## src/rv_pkg.sv

```systemverilog
package rv_pkg;

    localparam int XLEN      = 32;
    localparam int ILEN      = 32;  // Instruction word width.
    localparam int REG_IDX_W = 5;

    // Major opcodes handled by the execute slice.
    typedef enum logic [6:0] {
        OP_REG    = 7'b0110011,
        OP_IMM    = 7'b0010011,
        OP_LUI    = 7'b0110111,
        OP_BRANCH = 7'b1100011
    } opcode_t;

    typedef enum logic [3:0] {
        ALU_LUI = 4'd0,
        ALU_ADD = 4'd1,
        ALU_SUB = 4'd2,
        ALU_MUL = 4'd3,
        ALU_AND = 4'd4,
        ALU_OR  = 4'd5,
        ALU_XOR = 4'd6,
        ALU_SLL = 4'd7,
        ALU_SRL = 4'd8,
        ALU_SRA = 4'd9,
        ALU_SLT = 4'd10,
        ALU_BEQ = 4'd11,
        ALU_BNE = 4'd12,
        ALU_BGE = 4'd13,
        ALU_BLT = 4'd14
    } alu_op_t;

    // funct3 encodings for OP and OP-IMM.
    localparam logic [2:0] F3_ADD  = 3'b000;
    localparam logic [2:0] F3_SLL  = 3'b001;
    localparam logic [2:0] F3_SLT  = 3'b010;
    localparam logic [2:0] F3_SLTU = 3'b011;
    localparam logic [2:0] F3_XOR  = 3'b100;
    localparam logic [2:0] F3_SR   = 3'b101;
    localparam logic [2:0] F3_OR   = 3'b110;
    localparam logic [2:0] F3_AND  = 3'b111;

    // funct3 encodings for BRANCH.
    localparam logic [2:0] F3_BEQ  = 3'b000;
    localparam logic [2:0] F3_BNE  = 3'b001;
    localparam logic [2:0] F3_BLT  = 3'b100;
    localparam logic [2:0] F3_BGE  = 3'b101;
    localparam logic [2:0] F3_BLTU = 3'b110;
    localparam logic [2:0] F3_BGEU = 3'b111;

    localparam logic [6:0] F7_MUL     = 7'b0000001;  // M extension group.
    localparam int         F7_ALT_BIT = 5;           // SUB and SRA select.

endpackage

```

## src/id_decode.sv

```systemverilog
`timescale 1ns/1ns

module id_decode (
    input  logic [rv_pkg::ILEN-1:0]      instr,
    output logic [rv_pkg::REG_IDX_W-1:0] rs1,
    output logic [rv_pkg::REG_IDX_W-1:0] rs2,
    output logic [rv_pkg::REG_IDX_W-1:0] rd,
    output logic [rv_pkg::XLEN-1:0]      imm,
    output logic                         use_imm,
    output rv_pkg::alu_op_t              alu_op,
    output logic                         is_signed,
    output logic                         writes_rd
);

    rv_pkg::opcode_t         opcode;
    logic [2:0]              funct3;
    logic [6:0]              funct7;
    logic                    alt;
    logic [rv_pkg::XLEN-1:0] imm_i;
    logic [rv_pkg::XLEN-1:0] imm_u;
    logic [rv_pkg::XLEN-1:0] imm_b;

    // Shared funct3 mapping of OP and OP-IMM.
    function automatic rv_pkg::alu_op_t alu_from_f3(
        input logic [2:0] f3,
        input logic       f_alt
    );
        case (f3)
            rv_pkg::F3_ADD:  return f_alt ? rv_pkg::ALU_SUB : rv_pkg::ALU_ADD;
            rv_pkg::F3_SLL:  return rv_pkg::ALU_SLL;
            rv_pkg::F3_SLT,
            rv_pkg::F3_SLTU: return rv_pkg::ALU_SLT;
            rv_pkg::F3_XOR:  return rv_pkg::ALU_XOR;
            rv_pkg::F3_SR:   return f_alt ? rv_pkg::ALU_SRA : rv_pkg::ALU_SRL;
            rv_pkg::F3_OR:   return rv_pkg::ALU_OR;
            default:         return rv_pkg::ALU_AND;
        endcase
    endfunction

    assign opcode = rv_pkg::opcode_t'(instr[6:0]);
    assign funct3 = instr[14:12];
    assign funct7 = instr[31:25];
    assign alt    = funct7[rv_pkg::F7_ALT_BIT];

    assign rs1 = instr[19:15];
    assign rs2 = instr[24:20];
    assign rd  = instr[11:7];

    assign imm_i = {{20{instr[31]}}, instr[31:20]};
    assign imm_u = {instr[31:12], 12'b0};
    assign imm_b = {{20{instr[31]}}, instr[7], instr[30:25], instr[11:8], 1'b0};

    always_comb begin
        imm       = imm_i;
        use_imm   = 1'b0;
        alu_op    = rv_pkg::ALU_ADD;  // Unknown encodings add and drop the result.
        is_signed = 1'b1;
        writes_rd = 1'b0;
        case (opcode)
            rv_pkg::OP_REG: begin
                if (funct7 == rv_pkg::F7_MUL) begin
                    // Only the low product word is supported.
                    if (funct3 == rv_pkg::F3_ADD) begin
                        alu_op    = rv_pkg::ALU_MUL;
                        writes_rd = 1'b1;
                    end
                end else begin
                    alu_op    = alu_from_f3(funct3, alt);
                    is_signed = (funct3 != rv_pkg::F3_SLTU);
                    writes_rd = 1'b1;
                end
            end
            rv_pkg::OP_IMM: begin
                use_imm   = 1'b1;
                alu_op    = alu_from_f3(funct3, alt && (funct3 == rv_pkg::F3_SR)); // No SUBI.
                is_signed = (funct3 != rv_pkg::F3_SLTU);
                writes_rd = 1'b1;
            end
            rv_pkg::OP_LUI: begin
                imm       = imm_u;
                use_imm   = 1'b1;
                alu_op    = rv_pkg::ALU_LUI;
                writes_rd = 1'b1;
            end
            rv_pkg::OP_BRANCH: begin
                imm = imm_b;
                case (funct3)
                    rv_pkg::F3_BEQ:  alu_op = rv_pkg::ALU_BEQ;
                    rv_pkg::F3_BNE:  alu_op = rv_pkg::ALU_BNE;
                    rv_pkg::F3_BLT:  alu_op = rv_pkg::ALU_BLT;
                    rv_pkg::F3_BGE:  alu_op = rv_pkg::ALU_BGE;
                    rv_pkg::F3_BLTU: begin
                        alu_op    = rv_pkg::ALU_BLT;
                        is_signed = 1'b0;
                    end
                    rv_pkg::F3_BGEU: begin
                        alu_op    = rv_pkg::ALU_BGE;
                        is_signed = 1'b0;
                    end
                    default: ;
                endcase
            end
            default: ;
        endcase
    end

endmodule

```

## src/reg_file.sv

```systemverilog
`timescale 1ns/1ns

module reg_file #(
    parameter int NUM_REGS = 32
) (
    input  logic                         clk,
    input  logic                         rst_n,
    input  logic [rv_pkg::REG_IDX_W-1:0] ra1,
    input  logic [rv_pkg::REG_IDX_W-1:0] ra2,
    output logic [rv_pkg::XLEN-1:0]      rd1,
    output logic [rv_pkg::XLEN-1:0]      rd2,
    input  logic                         we,
    input  logic [rv_pkg::REG_IDX_W-1:0] wa,
    input  logic [rv_pkg::XLEN-1:0]      wd
);

    logic [rv_pkg::XLEN-1:0] regs [NUM_REGS];
    logic                    wr_ok;

    // x0 and indices past the profile size are never written.
    assign wr_ok = we && (wa != '0) && (wa < NUM_REGS);

    always_ff @(posedge clk) begin
        if (!rst_n) begin
            for (int i = 0; i < NUM_REGS; i++) begin
                regs[i] <= '0;
            end
        end else if (wr_ok) begin
            regs[wa] <= wd;
        end
    end

    function automatic logic [rv_pkg::XLEN-1:0] read_port(
        input logic [rv_pkg::REG_IDX_W-1:0] ra
    );
        if ((ra == '0) || (ra >= NUM_REGS)) return '0;
        else if (wr_ok && (wa == ra))       return wd;  // Write-through.
        else                                return regs[ra];
    endfunction

    always_comb begin
        rd1 = read_port(ra1);
        rd2 = read_port(ra2);
    end

endmodule

```

## src/operand_fetch.sv

```systemverilog
`timescale 1ns/1ns

module operand_fetch #(
    parameter int NUM_REGS = 32
) (
    input  logic                         clk,
    input  logic                         rst_n,
    input  logic                         instr_valid,
    input  logic [rv_pkg::REG_IDX_W-1:0] rs1,
    input  logic [rv_pkg::REG_IDX_W-1:0] rs2,
    input  logic [rv_pkg::REG_IDX_W-1:0] rd,
    input  logic [rv_pkg::XLEN-1:0]      imm,
    input  logic                         use_imm,
    input  rv_pkg::alu_op_t              alu_op,
    input  logic                         is_signed,
    input  logic                         writes_rd,
    input  logic [rv_pkg::XLEN-1:0]      fwd_data,
    input  logic                         wb_en,
    input  logic [rv_pkg::REG_IDX_W-1:0] wb_rd,
    input  logic [rv_pkg::XLEN-1:0]      wb_data,
    output logic                         ex_valid,
    output logic [rv_pkg::XLEN-1:0]      ex_a,
    output logic [rv_pkg::XLEN-1:0]      ex_b,
    output rv_pkg::alu_op_t              ex_op,
    output logic                         ex_signed,
    output logic [rv_pkg::REG_IDX_W-1:0] ex_rd,
    output logic                         ex_wr
);

    logic [rv_pkg::XLEN-1:0] rf_rd1;
    logic [rv_pkg::XLEN-1:0] rf_rd2;
    logic [rv_pkg::XLEN-1:0] src1;
    logic [rv_pkg::XLEN-1:0] src2;
    logic                    ex_hit;

    reg_file #(
        .NUM_REGS (NUM_REGS)
    ) i_reg_file (
        .clk   (clk),
        .rst_n (rst_n),
        .ra1   (rs1),
        .ra2   (rs2),
        .rd1   (rf_rd1),
        .rd2   (rf_rd2),
        .we    (wb_en),
        .wa    (wb_rd),
        .wd    (wb_data)
    );

    // Instruction in execute will write a real register.
    assign ex_hit = ex_valid && ex_wr && (ex_rd != '0) && (ex_rd < NUM_REGS);

    assign src1 = (ex_hit && (ex_rd == rs1)) ? fwd_data : rf_rd1;
    assign src2 = (ex_hit && (ex_rd == rs2)) ? fwd_data : rf_rd2;

    always_ff @(posedge clk) begin
        if (!rst_n) begin
            ex_valid <= 1'b0;
            ex_wr    <= 1'b0;
        end else begin
            ex_valid <= instr_valid;
            ex_wr    <= instr_valid && writes_rd;
        end
    end

    always_ff @(posedge clk) begin
        if (instr_valid) begin
            ex_a      <= src1;
            ex_b      <= use_imm ? imm : src2;
            ex_op     <= alu_op;
            ex_signed <= is_signed;
            ex_rd     <= rd;
        end
    end

endmodule

```

## src/ex_alu.sv

```systemverilog
`timescale 1ns/1ns

module ex_alu (
    input  logic                    is_signed,
    input  logic [rv_pkg::XLEN-1:0] a,
    input  logic [rv_pkg::XLEN-1:0] b,
    input  rv_pkg::alu_op_t         op,
    output logic                    branch,  // 1: taken.
    output logic [rv_pkg::XLEN-1:0] result
);

    function automatic logic less_than(
        input logic                    sgn,
        input logic [rv_pkg::XLEN-1:0] in_a,
        input logic [rv_pkg::XLEN-1:0] in_b
    );
        if (sgn) return $signed(in_a) < $signed(in_b);
        else     return in_a < in_b;
    endfunction

    function automatic logic [rv_pkg::XLEN-1:0] arith(
        input rv_pkg::alu_op_t         in_op,
        input logic                    sgn,
        input logic [rv_pkg::XLEN-1:0] in_a,
        input logic [rv_pkg::XLEN-1:0] in_b
    );
        logic signed [rv_pkg::XLEN-1:0] s_a;
        logic [4:0]                     shamt;

        s_a   = in_a;
        shamt = in_b[4:0];
        case (in_op)
            rv_pkg::ALU_LUI: return in_b;
            rv_pkg::ALU_ADD: return in_a + in_b;
            rv_pkg::ALU_SUB: return in_a - in_b;
            rv_pkg::ALU_MUL: return in_a * in_b;  // Low word only.
            rv_pkg::ALU_AND: return in_a & in_b;
            rv_pkg::ALU_OR:  return in_a | in_b;
            rv_pkg::ALU_XOR: return in_a ^ in_b;
            rv_pkg::ALU_SLL: return in_a << shamt;
            rv_pkg::ALU_SRL: return in_a >> shamt;
            rv_pkg::ALU_SRA: return s_a >>> shamt;
            rv_pkg::ALU_SLT: return {{(rv_pkg::XLEN-1){1'b0}}, less_than(sgn, in_a, in_b)};
            default:         return in_a + in_b;
        endcase
    endfunction

    function automatic logic compare(
        input rv_pkg::alu_op_t         in_op,
        input logic                    sgn,
        input logic [rv_pkg::XLEN-1:0] in_a,
        input logic [rv_pkg::XLEN-1:0] in_b
    );
        case (in_op)
            rv_pkg::ALU_BEQ: return in_a == in_b;
            rv_pkg::ALU_BNE: return in_a != in_b;
            rv_pkg::ALU_BGE: return !less_than(sgn, in_a, in_b);
            rv_pkg::ALU_BLT: return less_than(sgn, in_a, in_b);
            default:         return 1'b0;  // Not a branch.
        endcase
    endfunction

    assign result = arith(op, is_signed, a, b);
    assign branch = compare(op, is_signed, a, b);

endmodule

```

## src/ex_writeback.sv

```systemverilog
`timescale 1ns/1ns

module ex_writeback (
    input  logic                         clk,
    input  logic                         rst_n,
    input  logic                         ex_valid,
    input  logic                         ex_wr,
    input  logic [rv_pkg::REG_IDX_W-1:0] ex_rd,
    input  logic [rv_pkg::XLEN-1:0]      alu_result,
    input  logic                         alu_branch,
    output logic [rv_pkg::XLEN-1:0]      result,
    output logic                         branch_taken,
    output logic                         result_valid,
    output logic                         wb_en,
    output logic [rv_pkg::REG_IDX_W-1:0] wb_rd,
    output logic [rv_pkg::XLEN-1:0]      wb_data
);

    always_ff @(posedge clk) begin
        if (!rst_n) begin
            result_valid <= 1'b0;
            branch_taken <= 1'b0;
            wb_en        <= 1'b0;
        end else begin
            result_valid <= ex_valid;
            branch_taken <= ex_valid && alu_branch;
            wb_en        <= ex_valid && ex_wr && (ex_rd != '0);  // Drop x0 writes.
        end
    end

    always_ff @(posedge clk) begin
        if (ex_valid) begin
            result <= alu_result;
            wb_rd  <= ex_rd;
        end
    end

    // Register file takes the same word that leaves on the result port.
    assign wb_data = result;

endmodule

```

## src/alu_core_top.sv

```systemverilog
`timescale 1ns/1ns

module alu_core_top #(
    parameter int NUM_REGS = 32
) (
    input  logic                    clk,
    input  logic                    rst_n,
    input  logic [rv_pkg::ILEN-1:0] instr,
    input  logic                    instr_valid,
    output logic [rv_pkg::XLEN-1:0] result,
    output logic                    branch_taken,
    output logic                    result_valid
);

    logic [rv_pkg::REG_IDX_W-1:0] rs1;
    logic [rv_pkg::REG_IDX_W-1:0] rs2;
    logic [rv_pkg::REG_IDX_W-1:0] rd;
    logic [rv_pkg::XLEN-1:0]      imm;
    logic                         use_imm;
    rv_pkg::alu_op_t              alu_op;
    logic                         is_signed;
    logic                         writes_rd;

    logic                         ex_valid;
    logic [rv_pkg::XLEN-1:0]      ex_a;
    logic [rv_pkg::XLEN-1:0]      ex_b;
    rv_pkg::alu_op_t              ex_op;
    logic                         ex_signed;
    logic [rv_pkg::REG_IDX_W-1:0] ex_rd;
    logic                         ex_wr;

    logic [rv_pkg::XLEN-1:0]      alu_result;
    logic                         alu_branch;

    logic                         wb_en;
    logic [rv_pkg::REG_IDX_W-1:0] wb_rd;
    logic [rv_pkg::XLEN-1:0]      wb_data;

    id_decode i_id_decode (
        .instr     (instr),
        .rs1       (rs1),
        .rs2       (rs2),
        .rd        (rd),
        .imm       (imm),
        .use_imm   (use_imm),
        .alu_op    (alu_op),
        .is_signed (is_signed),
        .writes_rd (writes_rd)
    );

    operand_fetch #(
        .NUM_REGS (NUM_REGS)
    ) i_operand_fetch (
        .clk         (clk),
        .rst_n       (rst_n),
        .instr_valid (instr_valid),
        .rs1         (rs1),
        .rs2         (rs2),
        .rd          (rd),
        .imm         (imm),
        .use_imm     (use_imm),
        .alu_op      (alu_op),
        .is_signed   (is_signed),
        .writes_rd   (writes_rd),
        .fwd_data    (alu_result),  // Bypass from execute.
        .wb_en       (wb_en),
        .wb_rd       (wb_rd),
        .wb_data     (wb_data),
        .ex_valid    (ex_valid),
        .ex_a        (ex_a),
        .ex_b        (ex_b),
        .ex_op       (ex_op),
        .ex_signed   (ex_signed),
        .ex_rd       (ex_rd),
        .ex_wr       (ex_wr)
    );

    ex_alu i_ex_alu (
        .is_signed (ex_signed),
        .a         (ex_a),
        .b         (ex_b),
        .op        (ex_op),
        .branch    (alu_branch),
        .result    (alu_result)
    );

    ex_writeback i_ex_writeback (
        .clk          (clk),
        .rst_n        (rst_n),
        .ex_valid     (ex_valid),
        .ex_wr        (ex_wr),
        .ex_rd        (ex_rd),
        .alu_result   (alu_result),
        .alu_branch   (alu_branch),
        .result       (result),
        .branch_taken (branch_taken),
        .result_valid (result_valid),
        .wb_en        (wb_en),
        .wb_rd        (wb_rd),
        .wb_data      (wb_data)
    );

endmodule

```

## config.mk

```make
export PLATFORM = sky130hd
export DESIGN_NAME = alu_core_top
export DESIGN_NICKNAME = d
export VERILOG_FILES = /design/src/rv_pkg.sv /design/src/id_decode.sv /design/src/reg_file.sv /design/src/operand_fetch.sv /design/src/ex_alu.sv /design/src/ex_writeback.sv /design/src/alu_core_top.sv
export SDC_FILE = /design/constraint.sdc
export NUM_CORES = 2
export LEC_CHECK = 0
export BUFFER_PORTS_ARGS = -buffer_cell sky130_fd_sc_hd__clkbuf_2
export CAP_MARGIN = 20
export CORE_UTILIZATION = 50
export CTS_CLUSTER_SIZE = 28
export DETAILED_ROUTE_END_ITERATION = 10
export PLACE_DENSITY = 0.76
export SLEW_MARGIN = 25
export SYNTH_ARGS = -nofsm -noshare
export SYNTH_HDL_FRONTEND = slang
export SYNTH_SLANG_ARGS = --single-unit
```

## constraint.sdc

```tcl
create_clock -name clk -period 20.8 [get_ports clk]
set_clock_uncertainty 0.1 [all_clocks]
set_input_delay 1.04 -clock clk [delete_from_list [all_inputs] [get_ports clk]]
set_output_delay 1.04 -clock clk [all_outputs]
set_load 0.02 [all_outputs]
```

Word-level counts from Yosys, hierarchy flattened
Memory sizes are Yosys's and may differ from the RTL's.
Index checks and enable logic that the tools add are counted.

word-level totals
  register bits after elaboration = 116
  bits in writable memories = 1024
  output and inout port bits = 34
  logic and storage cells = 115
  memories = 1

memory list
  memory                           words  bits a word  read ports  clocked after memory_dff  write ports  RTL line        source
  i_operand_fetch.i_reg_file.regs  32     32           2           0                         32           reg_file.sv:17  logic [rv_pkg::XLEN-1:0] regs [NUM_REGS];

operators by class
  $add $sub $neg = 2
  $mul = 1
  magnitude comparators = 2
  equality and inequality tests = 32
  shifts and indexed selects = 3
  mux-type cells = 36
  bitwise operators = 3
  reduce and logical (&&, ||, !) cells = 23

operators with widths
  kind                                            number
  one-hot mux 32 bit (10 select lines)            1
  two-way mux 32 bit                              8
  less-than comparator 32 bit                     2
  one-hot mux 31 bit (2 select lines)             1
  one-hot mux 4 bit (6 select lines)              2
  adder 32 bit                                    1
  AND 32 bit                                      1
  == test 32 bit                                  1
  multiplier 32 x 32 -> 32 bit                    1
  != test 32 bit                                  1
  bitwise OR 32 bit                               1
  one-hot mux 4 bit (4 select lines)              2
  OR reduction 32 bit                             1
  left shift 32 x 5 -> 32 bit                     1
  >> shifter 32 x 5 -> 32 bit                     1
  >>> shifter 32 x 5 -> 32 bit                    1
  subtractor 32 bit                               1
  XOR 32 bit                                      1
  == test 4 bit (second input constant)           7
  == test 5 bit                                   4
  == test 4 x 3 -> 1 bit (second input constant)  4
  == test 7 x 6 -> 1 bit (second input constant)  2
  two-way mux 1 bit                               14
  == test 3 bit (second input constant)           4
  other kinds (20)                                39

Depth between registers and ports, before layout
  word-level depth = 7
  depth in mapped cells = 34
  depth with buffers taken out = 27

Cells and area by module
A second synthesis with hierarchy kept.

second synthesis, totals
  cell total of the unflattened synthesis = 7408
  area, all modules = 85878.6 µm²

modules (own cells, without submodules)
  module         times used  cells each  area each (µm²)
  reg_file       1           3928        55647.1
  ex_alu         1           3016        24065.6
  operand_fetch  1           287         3945.0
  ex_writeback   1           76          1440.1
  id_decode      1           101         780.7

Least setup slack after synthesis
Ideal clock, no wire load.

  kind = register -> register
  from = register i_operand_fetch.ex_b[2] (netlist bit)
  to = register i_operand_fetch.ex_a[27] (netlist bit), data pin
  arrival time = 8.568 ns
  data required time = 20.425 ns
  slack = 11.856 ns
  stages on the path, launching flop included = 33
  path buffers = 7
  period minus slack after synthesis = 8.944 ns
  cell sequence = edfxtp_1 > buf_2 > inv_2 > buf_2 > buf_2 > buf_2 > buf_2 > buf_1 > nor2_1 > fa_1 > inv_1 > fa_1 > fa_1 > fa_1 > inv_1 > fa_1 > inv_1 > fa_1 > inv_1 > fa_1 > fa_1 > ha_1 > clkbuf_1 > a21o_1 > a21o_1 > a2111oi_2 > nand3_1 > a31oi_1 > o211ai_1 > a311oi_1 > a2bb2oi_1 > o21ai_0 > o32ai_1

on the way
  word-level cells in the longest chain between the ends = 3
  elaborated cells between the ends (all ways) = 8
  classes of those cells = 2 x add/sub; 1 x mul; 3 x shift; 2 x mux

RTL lines
  what                                                  RTL line             source
  from (decl)                                           operand_fetch.sv:23  output logic [rv_pkg::XLEN-1:0] ex_b,
  from (signal assigned)                                operand_fetch.sv:69  ex_b <= use_imm ? imm : src2;
  multiplier 32 x 32 -> 32 bit (tied with other cells)  ex_alu.sv:36         rv_pkg::ALU_MUL: return in_a * in_b;
  one-hot mux 32 bit (10 select lines) (*)              ex_alu.sv:32         case (in_op)
  two-way mux 32 bit (*)                                operand_fetch.sv:53  assign src1 = (ex_hit && (ex_rd == rs1)) ? fwd_data : rf_rd1;
  via i_operand_fetch.src1, one bit                     operand_fetch.sv:32  logic [rv_pkg::XLEN-1:0] src1;
  to (signal assigned)                                  operand_fetch.sv:68  ex_a <= src1;
  to (decl)                                             operand_fetch.sv:22  output logic [rv_pkg::XLEN-1:0] ex_a,

Mark *: on every way through the listed nets, which the timed path passes. The rest lies on a longest branch.
A chain may end at the register's enable or synchronous reset.

Final worst setup path
  from = register i_operand_fetch.ex_b[4] (netlist bit)
  to = register i_operand_fetch.ex_a[27] (netlist bit), data pin

Same word-level chain as after synthesis.

==> summary.md <==
| Metric | Value |
|---|---|
| FFs w/ async S/R, synth | 0% |
| Most frequent cells after synthesis | edfxtp_1 (1135), and2_1 (1009), nor2_1 (689) |
| Ys Warns | 0 |
| EDFF count, synth | 1135 |
| Startpoint Class | flip-flop |
| Tightest Pin Transition | around 1300 ps |
| Clock power share | 12.0% |
| Die width | around 410 µm |
| Initial Util | 50.5% |
| Setup TNS | 0 ps |
| GRT Total Usage | approximately two fifths |
| Synth Instances | 7333 |
| Row cnt | 150 |
| Fillers | between 10000 and 15000 |
| Cell internal pwr | approximately 8.5 mW |
| I/O Pins | 69 |
| Die height | slightly above 400 µm |
| Clock slew at reported path FFs | 70 ps |
| Grt ovf | 0 |
| Clk root buf | clkbuf_16 |
| Critical path buffers and inverters | 7 |
| Wire per inst | approximately 35 µm |
| DRC | 0 |
| Via density | approximately 6.9 |
| CP startpoint | i_operand_fetch.ex_b[4]$_DFFE_PP_ |
| Final min period | approximately 9700 ps |
| Largest net degree at the start of global routing | between 100 and 150 |
| Mapped Area | roughly 85000 µm² |
| CTS max path bufs | 3 |
| DP Worst Slack | 11280 ps |
| Drt pass-1 iters | 7 |
| Setup ws final | roughly 11000 ps |
| Finished Core Util | a little over half |
| DP HPWL | 225 mm |
| Critical Path End Type | flip-flop |
| Critical path required time | 21210 ps |
| Fin crit share | between 40 and 50% |
| Min-Delay Path Class | input port to flip-flop |
| Sequential power share | approximately 16% |
| R2R setup slack | ~11000 ps |
| Largest stage delay on the critical path | roughly 750 ps |
| Sequential fraction of the synthesis area | roughly two fifths |
| Sw Ratio | about half |
| FF+latch count, synth | 1140 |
| Share of cells above drive strength 1 | between 15 and 20% |
| Top cell type by total area after synthesis | edfxtp_1 |
| F_max | between 100 and 150 MHz |
| Worst r2r src | i_operand_fetch.ex_b[4]$_DFFE_PP_ |
| Power per cell area | 189 nW/µm² |
| Setup-failing EPs final | 0 |
| Slowest cell on crit path | inv_1 |
| Critical path endpoint | i_operand_fetch.ex_a[27]$_DFFE_PP_ |
| Synth top area share | between 40% and 50% |
| WP depth | 27 |
| Vias in the first global route | between 60000 and 70000 |
| Max-cap violations | 0 |
| Max_slew headroom | 14.0% |
| First-iteration detailed-routing DRC count | roughly 10000 |
| Clk sinks | about 1100 |
| Initial antenna violation count | 32 |
| Number of setup buffers added after CTS | 0 |
| Total number of vias | approximately 65000 |
| Status | finished clean |
| P_sw | 8.81 mW |
| CTS tree | done |
| Worst Path Arrival | just over 10000 ps |
| IO buf count | 68 |
| R2R cell count | 27 |
| Placeable core area | ~170000 µm² |
| Count leader, synth | edfxtp_1 |
| Crit path kind | flip-flop to flip-flop |
| Pleak | 35.8 nW |
| Avg Cell Area, Syn | ~12 µm² |
| Post-cts resize count | 0 |
| Most used DFF post-synth | edfxtp_1 |
| Die area | between 150000 and 200000 µm² |
| Min-delay src | instr[9] |
| RSZ-0062 raised after global routing | no |
| Crit Path Max Fanout | 30 |
| Drt total wl | 332 mm |
| Count of cell types in the netlist | 100 |
| Worst reg2reg endpoint | i_operand_fetch.ex_a[27]$_DFFE_PP_ |
| Final #Nets | 7806 |
| CP delay by family, top | adder cells |
| Worst-Skew Late Latency | around 800 ps |
| Final GP Congestion | about 1.0 |
| Num CTS Buffers | between 100 and 150 |
| Most Frequent Cell on Critical Path | fa_1 |
| Maximum VDD drop | between 0.6 and 0.7 mV |
| Syn-to-layout area delta | 8.34% |
| Pins Over Slew Limit | 0 |
| Endpoints failing hold | 0 |
| Post-route ant nets | 0 |
| Hold bufs inserted after CTS | 0 |
| First-pass GRT wire length | approximately 470 mm |
| H-tree level count | 3 |
| Area contributors post-synth | edfxtp_1 (40%), mux4_2 (13%), fa_1 (9.7%), and2_1 (7.5%), mux2i_1 (4.1%) |
| Logic pwr share | between 70 and 80% |
-- cells in the final DEF (no fill, tap or decap), drive strengths merged, types with 60 or more instances in the layout --
master / n
o211ai: 60
inv: 495
o21ai: 215
fa: 410
xnor2: 76
mux4: 472
clkinv: 68
nor2: 689
a21oi: 241
nor3: 60
ha: 220
a221oi: 205
mux2i: 351
edfxtp: 1135
buf: 255
and2: 1012
a22oi: 81
clkbuf: 185
nand2: 373
-- worst min-delay path by stage --
stage                                              end  slack (ps)  cells past startpoint
floorplan            i_ex_writeback.wb_rd[3]$_DFFE_PP_         400                      0
global placement     i_ex_writeback.wb_rd[3]$_DFFE_PP_         490                      0
detailed placement   i_ex_writeback.wb_rd[3]$_DFFE_PP_         480                      0
CTS                 i_operand_fetch.ex_rd[0]$_DFFE_PP_         390                      1
global route        i_operand_fetch.ex_rd[2]$_DFFE_PP_         420                      1
finish              i_operand_fetch.ex_rd[2]$_DFFE_PP_         440                      1
-- stage by stage --
stage	hold slack [ps]	instances	cell area, µm²	total power, mW
floorplan	404	7364	84800	11.2
CTS	386	9433	91600	17.0
detailed placement	476	9226	87900	14.8
global placement	489	9211	87600	14.8
finish	437	9458	91700	17.3
global route	416	9441	91700	18.4
-- cell families after synthesis --
logic type	count (synthesis)	synth area share (%)
AOI/OAI and AO/OA	1119	9.16
xor gates and xnor gates	103	1.07
adders and majority gates	630	12.9
buffers and inverters	1152	5.36
DFF	1140	40.4
muxes	839	16.9
other	1	0.00443
and+or+nand+nor	2349	14.2
-- power groups by stage --
stage / clock [mW] / sequential [mW] / combinational (mW)
floorplan: 0 / 2.78 / 8.44
global placement: 0 / 2.77 / 12.0
detailed placement: 0 / 2.78 / 12.0
CTS: 2.07 / 2.74 / 12.2
global route: 2.15 / 2.75 / 13.5
finish: 2.08 / 2.74 / 12.5
-- registers in the layout, summed over array words and instances, names as in the netlist, 4 cells and up --
name                             flops
i_operand_fetch.ex_a                32
i_operand_fetch.ex_rd                5
i_ex_writeback.result               32
i_operand_fetch.ex_op                4
i_operand_fetch.ex_b                32
i_ex_writeback.wb_rd                 5
i_operand_fetch.i_reg_file.regs   1024
-- worst reg2reg max path: stages (launching register included) --
cell and delay [ps]:
edfxtp_1 350, buf_4 250, inv_1 760, buf_4 490
nor2_1 130, fa_1 500, inv_1 50, fa_1 490
fa_1 440, fa_1 550, inv_1 60, fa_1 490
inv_1 50, fa_1 540, inv_1 50, fa_1 500
fa_1 430, ha_1 400, a21o_1 190, a21o_1 190
a2111oi_2 530, nand3_1 230, a31oi_1 230, o211ai_1 190
a311oi_1 590, a2bb2oi_1 140, o21ai_0 350, o32ai_1 150
-- cell type report --
cell class	instances	area, µm²	area share [%]
well taps	2204	2760	3.01
flip-flops and latches	1140	34200	37.3
clock inverters	81	782	0.852
inverters	501	1890	2.06
repair buffers	314	2540	2.77
diodes	20	50.0	0.0546
multi-input cells	5072	46700	50.9
clock buffers	126	2860	3.11
-- per-layer routing --
metal	wire length (µm)	GRT usage, %	vias to the layer above	part of all wire, %
met3	42800	10.5	1464	13
met4	31700	30.3	16	9.5
met1	111000	47.0	32500	33
li1	-	-	26100	-
met5	111	0	-	0.033
met2	147000	58.5	5301	44
Power figures use the tool's default switching activity.
